## src/common/smc_pkg.sv

```systemverilog
// Shared types for the lite static memory controller
// Only single AHB transfers on one chip select are supported
// RETRY and SPLIT responses are not encoded since the slave never uses them
// APB register offsets assume a 5-bit byte address
package smc_pkg;

  // --------------------
  // AHB encodings
  // --------------------
  typedef enum logic [1:0] {
    HTRANS_IDLE   = 2'b00,
    HTRANS_BUSY   = 2'b01,
    HTRANS_NONSEQ = 2'b10,
    HTRANS_SEQ    = 2'b11
  } htrans_e;

  typedef enum logic [2:0] {
    HSIZE_BYTE   = 3'b000,
    HSIZE_HALF   = 3'b001,
    HSIZE_WORD   = 3'b010,
    HSIZE_DWORD  = 3'b011,  // Everything from here up is illegal here
    HSIZE_4WORD  = 3'b100,
    HSIZE_8WORD  = 3'b101,
    HSIZE_16WORD = 3'b110,
    HSIZE_32WORD = 3'b111
  } hsize_e;

  typedef enum logic [1:0] {
    HRESP_OKAY  = 2'b00,
    HRESP_ERROR = 2'b01
  } hresp_e;

  // --------------------
  // EMI access FSM
  // --------------------
  typedef enum logic [2:0] {
    EMI_IDLE      = 3'd0,
    EMI_SETUP     = 3'd1,  // Address and n_cs out, data sampled from AHB
    EMI_STROBE    = 3'd2,  // W+1 cycles of n_rd or n_wr
    EMI_HOLD      = 3'd3,  // Last data phase cycle
    EMI_ERR_FIRST = 3'd4,
    EMI_ERR_LAST  = 3'd5
  } emi_state_e;

  // Decode to execute request
  typedef struct packed {
    logic [15:0] addr;   // Word address inside the window
    logic        write;
    logic [3:0]  be;     // Active high, lane 0 = bits 7:0
    logic        err;    // Classified as error, no strobe
  } smc_req_t;

  // Register block outputs
  typedef struct packed {
    logic [3:0] wait_states;
    logic       write_protect;
  } smc_cfg_t;

  // External memory pins
  typedef struct packed {
    logic [31:0] addr;
    logic [31:0] data;
    logic [3:0]  n_be;
    logic        n_cs;
    logic [3:0]  n_we;
    logic        n_wr;
    logic        n_rd;
    logic        n_ext_oe;
  } emi_bus_t;

  // APB map
  localparam logic [4:0] REG_CONFIG = 5'h00;
  localparam logic [4:0] REG_COUNT  = 5'h04;

  localparam smc_cfg_t CFG_RESET = '{wait_states: 4'd0, write_protect: 1'b0};

endpackage

```

## src/hw/smc_apb_regs.sv

```systemverilog
// APB register block, zero wait state, no PSLVERR
// Writes land at the end of the access cycle
// prdata is combinational and valid while psel is high
// Unmapped offsets read zero and ignore writes
`timescale 1ns/1ps

module smc_apb_regs (
  input  logic              hclk,
  input  logic              arst_n,
  input  logic              psel,
  input  logic              penable,
  input  logic              pwrite,
  input  logic [4:0]        paddr,
  input  logic [31:0]       pwdata,
  input  logic              xfer_done,   // One pulse per OKAY transfer
  output logic [31:0]       prdata,
  output smc_pkg::smc_cfg_t cfg
);

  import smc_pkg::*;

  logic        apb_wr;       // Access phase of a write
  logic [31:0] xfer_count;   // Completed OKAY transfers

  assign apb_wr = psel && penable && pwrite;

  // --------------------
  // Config register
  // --------------------
  always_ff @(posedge hclk or negedge arst_n) begin
    if (!arst_n) begin
      cfg <= CFG_RESET;
    end else if (apb_wr && (paddr == REG_CONFIG)) begin
      cfg.wait_states   <= pwdata[3:0];
      cfg.write_protect <= pwdata[8];
    end
  end

  // --------------------
  // Transfer counter
  // --------------------
  // Any write clears it, the clear wins over a same-cycle completion
  always_ff @(posedge hclk or negedge arst_n) begin
    if (!arst_n) begin
      xfer_count <= '0;
    end else if (apb_wr && (paddr == REG_COUNT)) begin
      xfer_count <= '0;
    end else if (xfer_done) begin
      xfer_count <= xfer_count + 32'd1;  // Wraps silently
    end
  end

  // Read mux
  always_comb begin
    prdata = '0;
    if (psel && !pwrite) begin
      case (paddr)
        REG_CONFIG: begin
          prdata[3:0] = cfg.wait_states;
          prdata[8]   = cfg.write_protect;
        end
        REG_COUNT: prdata = xfer_count;
        default:   prdata = '0;        // Hole in the map
      endcase
    end
  end

endmodule

```

## src/hw/smc_veneer.sv

```systemverilog
// Top level of the lite static memory controller
// APB port runs on hclk and shares arst_n with the AHB side
// Connect hready to the system ready mux, normally smc_hready itself
// EMI_ADDR_W up to 18 fits the 16-bit word address
`timescale 1ns/1ps

module smc_veneer #(
  parameter int EMI_ADDR_W = 16           // Byte address window width
) (
  input  logic                 hclk,
  input  logic                 arst_n,
  // AHB slave
  input  logic [31:0]          haddr,
  input  smc_pkg::htrans_e     htrans,
  input  logic                 hsel,
  input  logic                 hwrite,
  input  smc_pkg::hsize_e      hsize,
  input  logic [31:0]          hwdata,
  input  logic                 hready,
  output logic [31:0]          smc_hrdata,
  output logic                 smc_hready,
  output smc_pkg::hresp_e      smc_hresp,
  // EMI
  input  logic [31:0]          data_smc,  // Read data from memory
  output smc_pkg::emi_bus_t    smc_emi,
  output logic                 smc_busy,
  // APB
  input  logic                 psel,
  input  logic                 penable,
  input  logic                 pwrite,
  input  logic [4:0]           paddr,
  input  logic [31:0]          pwdata,
  output logic [31:0]          prdata
);

  import smc_pkg::*;

  smc_cfg_t   cfg;
  smc_req_t   req;
  logic       req_valid;       // One cycle per accepted address phase
  emi_state_e emi_state;
  logic       strobe_last;     // Read sample cycle
  logic       xfer_done;

  smc_apb_regs apb_regs_i (
    .hclk      (hclk),
    .arst_n    (arst_n),
    .psel      (psel),
    .penable   (penable),
    .pwrite    (pwrite),
    .paddr     (paddr),
    .pwdata    (pwdata),
    .xfer_done (xfer_done),
    .prdata    (prdata),
    .cfg       (cfg)
  );

  smc_ahb_decode #(.EMI_ADDR_W(EMI_ADDR_W)) ahb_decode_i (
    .hclk      (hclk),
    .arst_n    (arst_n),
    .haddr     (haddr),
    .htrans    (htrans),
    .hsel      (hsel),
    .hwrite    (hwrite),
    .hsize     (hsize),
    .hready    (hready),
    .cfg       (cfg),
    .req_valid (req_valid),
    .req       (req)
  );

  smc_emi_execute emi_execute_i (
    .hclk        (hclk),
    .arst_n      (arst_n),
    .req_valid   (req_valid),
    .req         (req),
    .cfg         (cfg),
    .hwdata      (hwdata),
    .emi         (smc_emi),
    .state       (emi_state),
    .strobe_last (strobe_last),
    .busy        (smc_busy)
  );

  // Request stays registered in decode for the whole access
  smc_ahb_result ahb_result_i (
    .hclk        (hclk),
    .arst_n      (arst_n),
    .state       (emi_state),
    .strobe_last (strobe_last),
    .emi_write   (req.write),
    .data_smc    (data_smc),
    .hrdata      (smc_hrdata),
    .hready_out  (smc_hready),
    .hresp       (smc_hresp),
    .xfer_done   (xfer_done)
  );

endmodule

```

## src/smc_core/smc_ahb_decode.sv

```systemverilog
// AHB address phase capture and transfer classification
// One transfer at a time, the next phase is only taken while hready is high
// BUSY and IDLE are ignored, SEQ is handled like NONSEQ
// Window address keeps the word index, so EMI_ADDR_W must stay below 19
`timescale 1ns/1ps

module smc_ahb_decode #(
  parameter int EMI_ADDR_W = 16
) (
  input  logic              hclk,
  input  logic              arst_n,
  input  logic [31:0]       haddr,
  input  smc_pkg::htrans_e  htrans,
  input  logic              hsel,
  input  logic              hwrite,
  input  smc_pkg::hsize_e   hsize,
  input  logic              hready,     // Muxed bus ready
  input  smc_pkg::smc_cfg_t cfg,
  output logic              req_valid,  // Registered, one cycle
  output smc_pkg::smc_req_t req
);

  import smc_pkg::*;

  logic       accept;
  logic       out_of_window;
  logic       bad_size;
  logic       misaligned;
  logic       protect_hit;
  logic [3:0] be;

  // --------------------
  // Address phase checks
  // --------------------
  assign accept = hsel && hready &&
                  ((htrans == HTRANS_NONSEQ) || (htrans == HTRANS_SEQ));

  assign out_of_window = |(haddr >> EMI_ADDR_W);  // Any bit above the window
  assign bad_size      = (hsize > HSIZE_WORD);
  assign protect_hit   = hwrite && cfg.write_protect;

  always_comb begin
    case (hsize)
      HSIZE_HALF: misaligned = haddr[0];
      HSIZE_WORD: misaligned = |haddr[1:0];
      default:    misaligned = 1'b0;    // Bytes always aligned
    endcase
  end

  // Little endian lanes
  always_comb begin
    case (hsize)
      HSIZE_BYTE: be = 4'b0001 << haddr[1:0];
      HSIZE_HALF: be = haddr[1] ? 4'b1100 : 4'b0011;
      HSIZE_WORD: be = 4'b1111;
      default:    be = 4'b0000;
    endcase
  end

  // --------------------
  // Request register
  // --------------------
  always_ff @(posedge hclk or negedge arst_n) begin
    if (!arst_n) begin
      req_valid <= 1'b0;
    end else begin
      req_valid <= accept;
    end
  end

  // Held until the next accept, execute reads it for the whole access
  always_ff @(posedge hclk or negedge arst_n) begin
    if (!arst_n) begin
      req <= '0;
    end else if (accept) begin
      req.addr  <= 16'(haddr[EMI_ADDR_W-1:2]);
      req.write <= hwrite;
      req.be    <= be;
      req.err   <= out_of_window || bad_size || misaligned || protect_hit;
    end
  end

endmodule

```

## src/smc_core/smc_ahb_result.sv

```systemverilog
// AHB data phase response
// hready is low from SETUP through the last strobe and in ERR_FIRST
// Read data is captured on the last strobe cycle and shown in HOLD
// xfer_done lags the HOLD cycle by one clock
`timescale 1ns/1ps

module smc_ahb_result (
  input  logic                hclk,
  input  logic                arst_n,
  input  smc_pkg::emi_state_e state,
  input  logic                strobe_last,
  input  logic                emi_write,   // Current access is a write
  input  logic [31:0]         data_smc,
  output logic [31:0]         hrdata,
  output logic                hready_out,
  output smc_pkg::hresp_e     hresp,
  output logic                xfer_done
);

  import smc_pkg::*;

  // --------------------
  // Response
  // --------------------
  assign hready_out = !((state == EMI_SETUP) || (state == EMI_STROBE) ||
                        (state == EMI_ERR_FIRST));

  // Two cycle ERROR, both cycles flagged
  assign hresp = ((state == EMI_ERR_FIRST) || (state == EMI_ERR_LAST)) ?
                 HRESP_ERROR : HRESP_OKAY;

  // Memory data sampled while n_rd is still low
  always_ff @(posedge hclk or negedge arst_n) begin
    if (!arst_n) begin
      hrdata <= '0;
    end else if (strobe_last && !emi_write) begin
      hrdata <= data_smc;
    end
  end

  // One pulse per OKAY completion
  always_ff @(posedge hclk or negedge arst_n) begin
    if (!arst_n) begin
      xfer_done <= 1'b0;
    end else begin
      xfer_done <= (state == EMI_HOLD);
    end
  end

endmodule

```

## src/smc_core/smc_emi_execute.sv

```systemverilog
// EMI access sequencer
// The cycle with req_valid high is already SETUP or ERR_FIRST
// n_cs, n_be and n_ext_oe follow the state, the strobes are flops
// Wait states are sampled once per access, in SETUP
// Error requests never touch the external bus
`timescale 1ns/1ps

module smc_emi_execute (
  input  logic                hclk,
  input  logic                arst_n,
  input  logic                req_valid,
  input  smc_pkg::smc_req_t   req,
  input  smc_pkg::smc_cfg_t   cfg,
  input  logic [31:0]         hwdata,      // AHB data phase, valid in SETUP
  output smc_pkg::emi_bus_t   emi,
  output smc_pkg::emi_state_e state,
  output logic                strobe_last, // Final strobe cycle
  output logic                busy
);

  import smc_pkg::*;

  emi_state_e  state_q;
  emi_state_e  state_d;
  logic [3:0]  wait_cnt;     // Strobe cycles left after this one
  logic        strobe_next;  // Next cycle is a strobe cycle
  logic        active;       // SETUP, STROBE or HOLD
  logic        n_rd_q;
  logic        n_wr_q;
  logic [3:0]  n_we_q;
  logic [31:0] wdata_q;

  // New request overrides the idle register for its first cycle
  always_comb begin
    if (req_valid) begin
      state = req.err ? EMI_ERR_FIRST : EMI_SETUP;
    end else begin
      state = state_q;
    end
  end

  // --------------------
  // Next state
  // --------------------
  always_comb begin
    state_d     = state;
    strobe_next = 1'b0;
    case (state)
      EMI_SETUP: begin
        state_d     = EMI_STROBE;
        strobe_next = 1'b1;
      end
      EMI_STROBE: begin
        if (wait_cnt == 4'd0) begin
          state_d = EMI_HOLD;
        end else begin
          strobe_next = 1'b1;          // Stay in STROBE
        end
      end
      EMI_HOLD:      state_d = EMI_IDLE;
      EMI_ERR_FIRST: state_d = EMI_ERR_LAST;
      EMI_ERR_LAST:  state_d = EMI_IDLE;
      default:       state_d = EMI_IDLE;
    endcase
  end

  always_ff @(posedge hclk or negedge arst_n) begin
    if (!arst_n) begin
      state_q  <= EMI_IDLE;
      wait_cnt <= 4'd0;
    end else begin
      state_q <= state_d;
      if (state == EMI_SETUP) begin
        wait_cnt <= cfg.wait_states;      // STROBE then lasts W+1 cycles
      end else if ((state == EMI_STROBE) && (wait_cnt != 4'd0)) begin
        wait_cnt <= wait_cnt - 4'd1;
      end
    end
  end

  // --------------------
  // Strobe flops
  // --------------------
  always_ff @(posedge hclk or negedge arst_n) begin
    if (!arst_n) begin
      n_rd_q <= 1'b1;
      n_wr_q <= 1'b1;
      n_we_q <= 4'hf;
    end else begin
      n_rd_q <= !(strobe_next && !req.write);
      n_wr_q <= !(strobe_next && req.write);
      n_we_q <= (strobe_next && req.write) ? ~req.be : 4'hf;
    end
  end

  // Write data from the AHB data phase
  always_ff @(posedge hclk or negedge arst_n) begin
    if (!arst_n) begin
      wdata_q <= '0;
    end else if (state == EMI_SETUP) begin
      wdata_q <= hwdata;
    end
  end

  // --------------------
  // Outputs
  // --------------------
  assign active      = (state == EMI_SETUP) || (state == EMI_STROBE) ||
                       (state == EMI_HOLD);
  assign strobe_last = (state == EMI_STROBE) && (wait_cnt == 4'd0);
  assign busy        = active;

  assign emi.addr     = {14'd0, req.addr, 2'b00};   // Byte address, word aligned
  assign emi.data     = wdata_q;
  assign emi.n_be     = active ? ~req.be : 4'hf;
  assign emi.n_cs     = !active;
  assign emi.n_we     = n_we_q;
  assign emi.n_wr     = n_wr_q;
  assign emi.n_rd     = n_rd_q;
  assign emi.n_ext_oe = !(active && req.write);     // Drive data pins on writes

endmodule

```

## config.mk

```make
export PLATFORM = sky130hd
export DESIGN_NAME = smc_veneer
export DESIGN_NICKNAME = d
export VERILOG_FILES = /design/src/common/smc_pkg.sv /design/src/hw/smc_apb_regs.sv /design/src/hw/smc_veneer.sv /design/src/smc_core/smc_ahb_decode.sv /design/src/smc_core/smc_ahb_result.sv /design/src/smc_core/smc_emi_execute.sv
export SDC_FILE = /design/constraint.sdc
export NUM_CORES = 1
export LEC_CHECK = 0
export ABC_AREA = 1
export BUFFER_PORTS_ARGS = -buffer_cell sky130_fd_sc_hd__buf_2
export CORE_ASPECT_RATIO = 1.25
export CORE_MARGIN = 2
export CORE_UTILIZATION = 48
export CTS_CLUSTER_DIAMETER = 150
export DETAILED_ROUTE_END_ITERATION = 6
export PLACE_DENSITY = 0.8
export SYNTH_ARGS = -nofsm -noshare
export SYNTH_HDL_FRONTEND = slang
export SYNTH_SLANG_ARGS = --single-unit
export TNS_END_PERCENT = 10
```

## constraint.sdc

```tcl
create_clock -name hclk -period 1.7 [get_ports hclk]
set_clock_uncertainty 0.05 [all_clocks]
set_input_delay 0.17 -clock hclk [delete_from_list [all_inputs] [get_ports hclk]]
set_output_delay 0.17 -clock hclk [all_outputs]
set_load 0.05 [all_outputs]
```

==> metrics.cfg <==
[logic_synthesis]
avgSynthCellArea_um2 = 7.62
yosys_warnings = 0
netlist_area_um2 = 6890
ys_seq_elements = 136
postSynthCellCount = 904
synth-seq-area-share = 0.495
ys_types = 37

[floorplanning]
die_w_um = 111
rows = 48
core-area_um2 = 13900
fp.dieH_um = 138
die_area_um2 = 15300
start_util = 0.494
ios = 290

[final_layout]
final_cell_mix = nand2_1, buf_2, dfrtp_1
nNetsFinal = 1400
final_common_cell = nand2_1
fin_util = 0.731
syn_to_final_growth_pct = 48.0
finalNonFillerCells = 1441
drive_gt1_frac = 0.301

[pwr]
power_density_nw_per_um2 = 1620
internal-power_w = 0.00885
p_sw_frac = 0.463
power_frac_comb = 0.466
power_switching_w = 0.00764
peakVddDrop_v = 0.00139
leakagePower_nw = 5.30
p_seq_frac = 0.296
clockPowerShare = 0.238

[routing]
num_vias = 7435
wl_mm = 22.4
vias_per_cell = 5.16
drt_iter0_drc = 629
ant_nets = 0
post_drt_wl_per_cell_um = 15.5
drc_errors = 0
drt_pass1_iterations = 6

[timing]
whs_ns = 0.0756
setup_viol = 42
hold_viol_final = 0
fmax_mhz = 535
fin_crit_ns = 1.87
finalCritPeriodShare = 1.10
rsz0062_at_grt = yes
worst_slack_ns = -0.169
slew_violations = 0

[hold_path]
min_from = haddr[18]
hp-class = primary input to flop

[run_status]
outcome = complete, but fails checks
violations = negative setup slack

[grt]
grtUsageTotal = 0.274
grt_max_degree = 54
grt_pass1_wl_mm = 33.7
antenna_found_initial = 1
overflow = 0
grt_pass1_vias = 7163

[run]
cap_violations = 0

[place]
place_ws_ns = 0.00494
gp_congestion = 0.930
dp_cells = 1305
portBuffers = 242
hpwl_mm = 13.6

[clock_network]
clock_tree.htree_level_count = 4
clock-sinks = 136
cts_tree = yes
cts_made_buffers = 17
clk_latency_ns = 0.41
clkSlewWorstSetupHoldPaths_ns = 0.06
clk_path_buf_depth = 2
cts_root_buf = clkbuf_16

[worst_setup_path]
rr_startpoint = ahb_decode_i.req_valid
crit_path_max_incr_delay_ns = 0.48
r2r-end = ahb_result_i.hrdata[5]
r2r_slack_ns = -0.13
worstPathArrival_ns = 1.65
slowest_stage = dfrtp_2
cp.required_ns = 1.48
crit_start = ahb_decode_i.req_valid
cp-start-kind = flop
crit_path_end = smc_hready
end_kind = output pin
worstSetupPathType = flop to output pin
cp_cell_sequence = nand2_4, o21ai_4, nor3_4, nor2_2, buf_6
r2r_cells = 10
critPathMaxFanout = 4

==> per-stage QoR <==
stage / TNS [ns] / total power [W] / instance area [um2]
after global placement: 0 / 0.0115 / 8250
after floorplan: -9.76 / 0.00996 / 6950
after CTS: -1.01 / 0.0161 / 9920
final: -3.45 / 0.0165 / 10200
after global routing: -8.02 / 0.0172 / 10200
after detailed placement: 0 / 0.0116 / 8250
==> state kept, by name (all words and copies together) (netlist names), 3 cells and up <==
| name | flops |
|---|---|
| ahb_decode_i.req | 20 |
| emi_execute_i.n_we_q | 4 |
| emi_execute_i.state_q | 3 |
| emi_execute_i.wait_cnt | 4 |
| apb_regs_i.xfer_count | 32 |
| apb_regs_i.cfg | 5 |
| emi_execute_i.wdata_q | 32 |
| ahb_result_i.hrdata | 32 |
==> kinds of logic after synthesis <==
kind of cell / synth area share
DFF: 0.495
adders and majority gates: 0.00363
AOI/OAI and AO/OA: 0.0371
and+or+nand+nor: 0.360
xor gates and xnor gates: 0.00254
buffers and inverters: 0.101
other: 0.000545
==> synthesized netlist by cell type (all sizes together) <==
master / number / area (um2)
nor3: 34 / 175
buf: 51 / 393
clkbuf: 13 / 48.8
nand3: 61 / 305
nand4: 14 / 103
xor2: 2 / 17.5
o22ai: 1 / 6.26
o21ai: 23 / 123
ha: 2 / 25.0
o211ai: 2 / 15.0
dfrtp: 130 / 3250
conb: 1 / 3.75
nand2: 366 / 1400
inv: 67 / 251
dfstp: 6 / 158
and2: 1 / 6.26
nor4: 3 / 18.8
a21oi: 18 / 90.1
a31oi: 1 / 6.26
o21bai: 1 / 7.51
nor2: 102 / 429
nand3b: 3 / 35.0
a22oi: 1 / 7.51
clkinv: 1 / 3.75
==> routing by layer <==
| metal | global-route usage | share of wire | vias up | wire length [um] |
|---|---|---|---|---|
| met3 | 0.0599 | 0.072 | 80 | 1610 |
| met2 | 0.495 | 0.53 | 432 | 11800 |
| met1 | 0.311 | 0.36 | 3438 | 8100 |
| met4 | 0.130 | 0.038 | 0 | 848 |
| li1 | - | - | 3485 | - |
| met5 | 0 | 0 | - | 0 |
==> worst max-delay path: cells and delay by family, from the launching register on <==
family | cells | cell delay, ns
AOI/OAI and AO/OA | 1 | 0.11
buffers and inverters | 1 | 0.16
DFF | 1 | 0.48
and+or+nand+nor | 3 | 0.48
==> area by class of cell <==
type	count	area (um2)
Antenna cell	1	2.50
Clock buffer	21	460
Clock inverter	11	173
Fill cell	986	3750
Inverter	68	258
Multi-Input combinational cell	656	3060
Sequential cell	136	3410
Tap cell	175	219
Timing Repair Buffer	373	2610
==> worst min-delay path by stage <==
stage               depth (start not counted)  slack [ns]                      end
finish                                      5        0.08      ahb_decode_i.req[0]
global route                                5         0.1      ahb_decode_i.req[0]
CTS                                         3       0.001  ahb_result_i.hrdata[15]
detailed placement                          1      -0.002  ahb_result_i.hrdata[24]
global placement                            1      -0.002  ahb_result_i.hrdata[26]
floorplan                                   0       -0.18      ahb_decode_i.req[0]
==> repair_timing <==
item / in CTS / in global routing
endpoints found under the setup margin: 13 / 103
gates cloned: 0 / 3
endpoints found under the hold margin: 214 / 1
buffers inserted: 6 / 9
hold buffers: 84 / 1
gates resized for setup: 38 / 42
pin swaps: 8 / 20
==> power by group through the flow <==
stage	logic [W]	clock network [W]	registers, W
after floorplan	0.00252	0	0.00743
final	0.00768	0.00393	0.00488
after global placement	0.00664	0	0.00481
after CTS	0.00729	0.00398	0.00480
after detailed placement	0.00675	0	0.00484
after global routing	0.00810	0.00413	0.00499
Power figures use the tool's default switching activity.
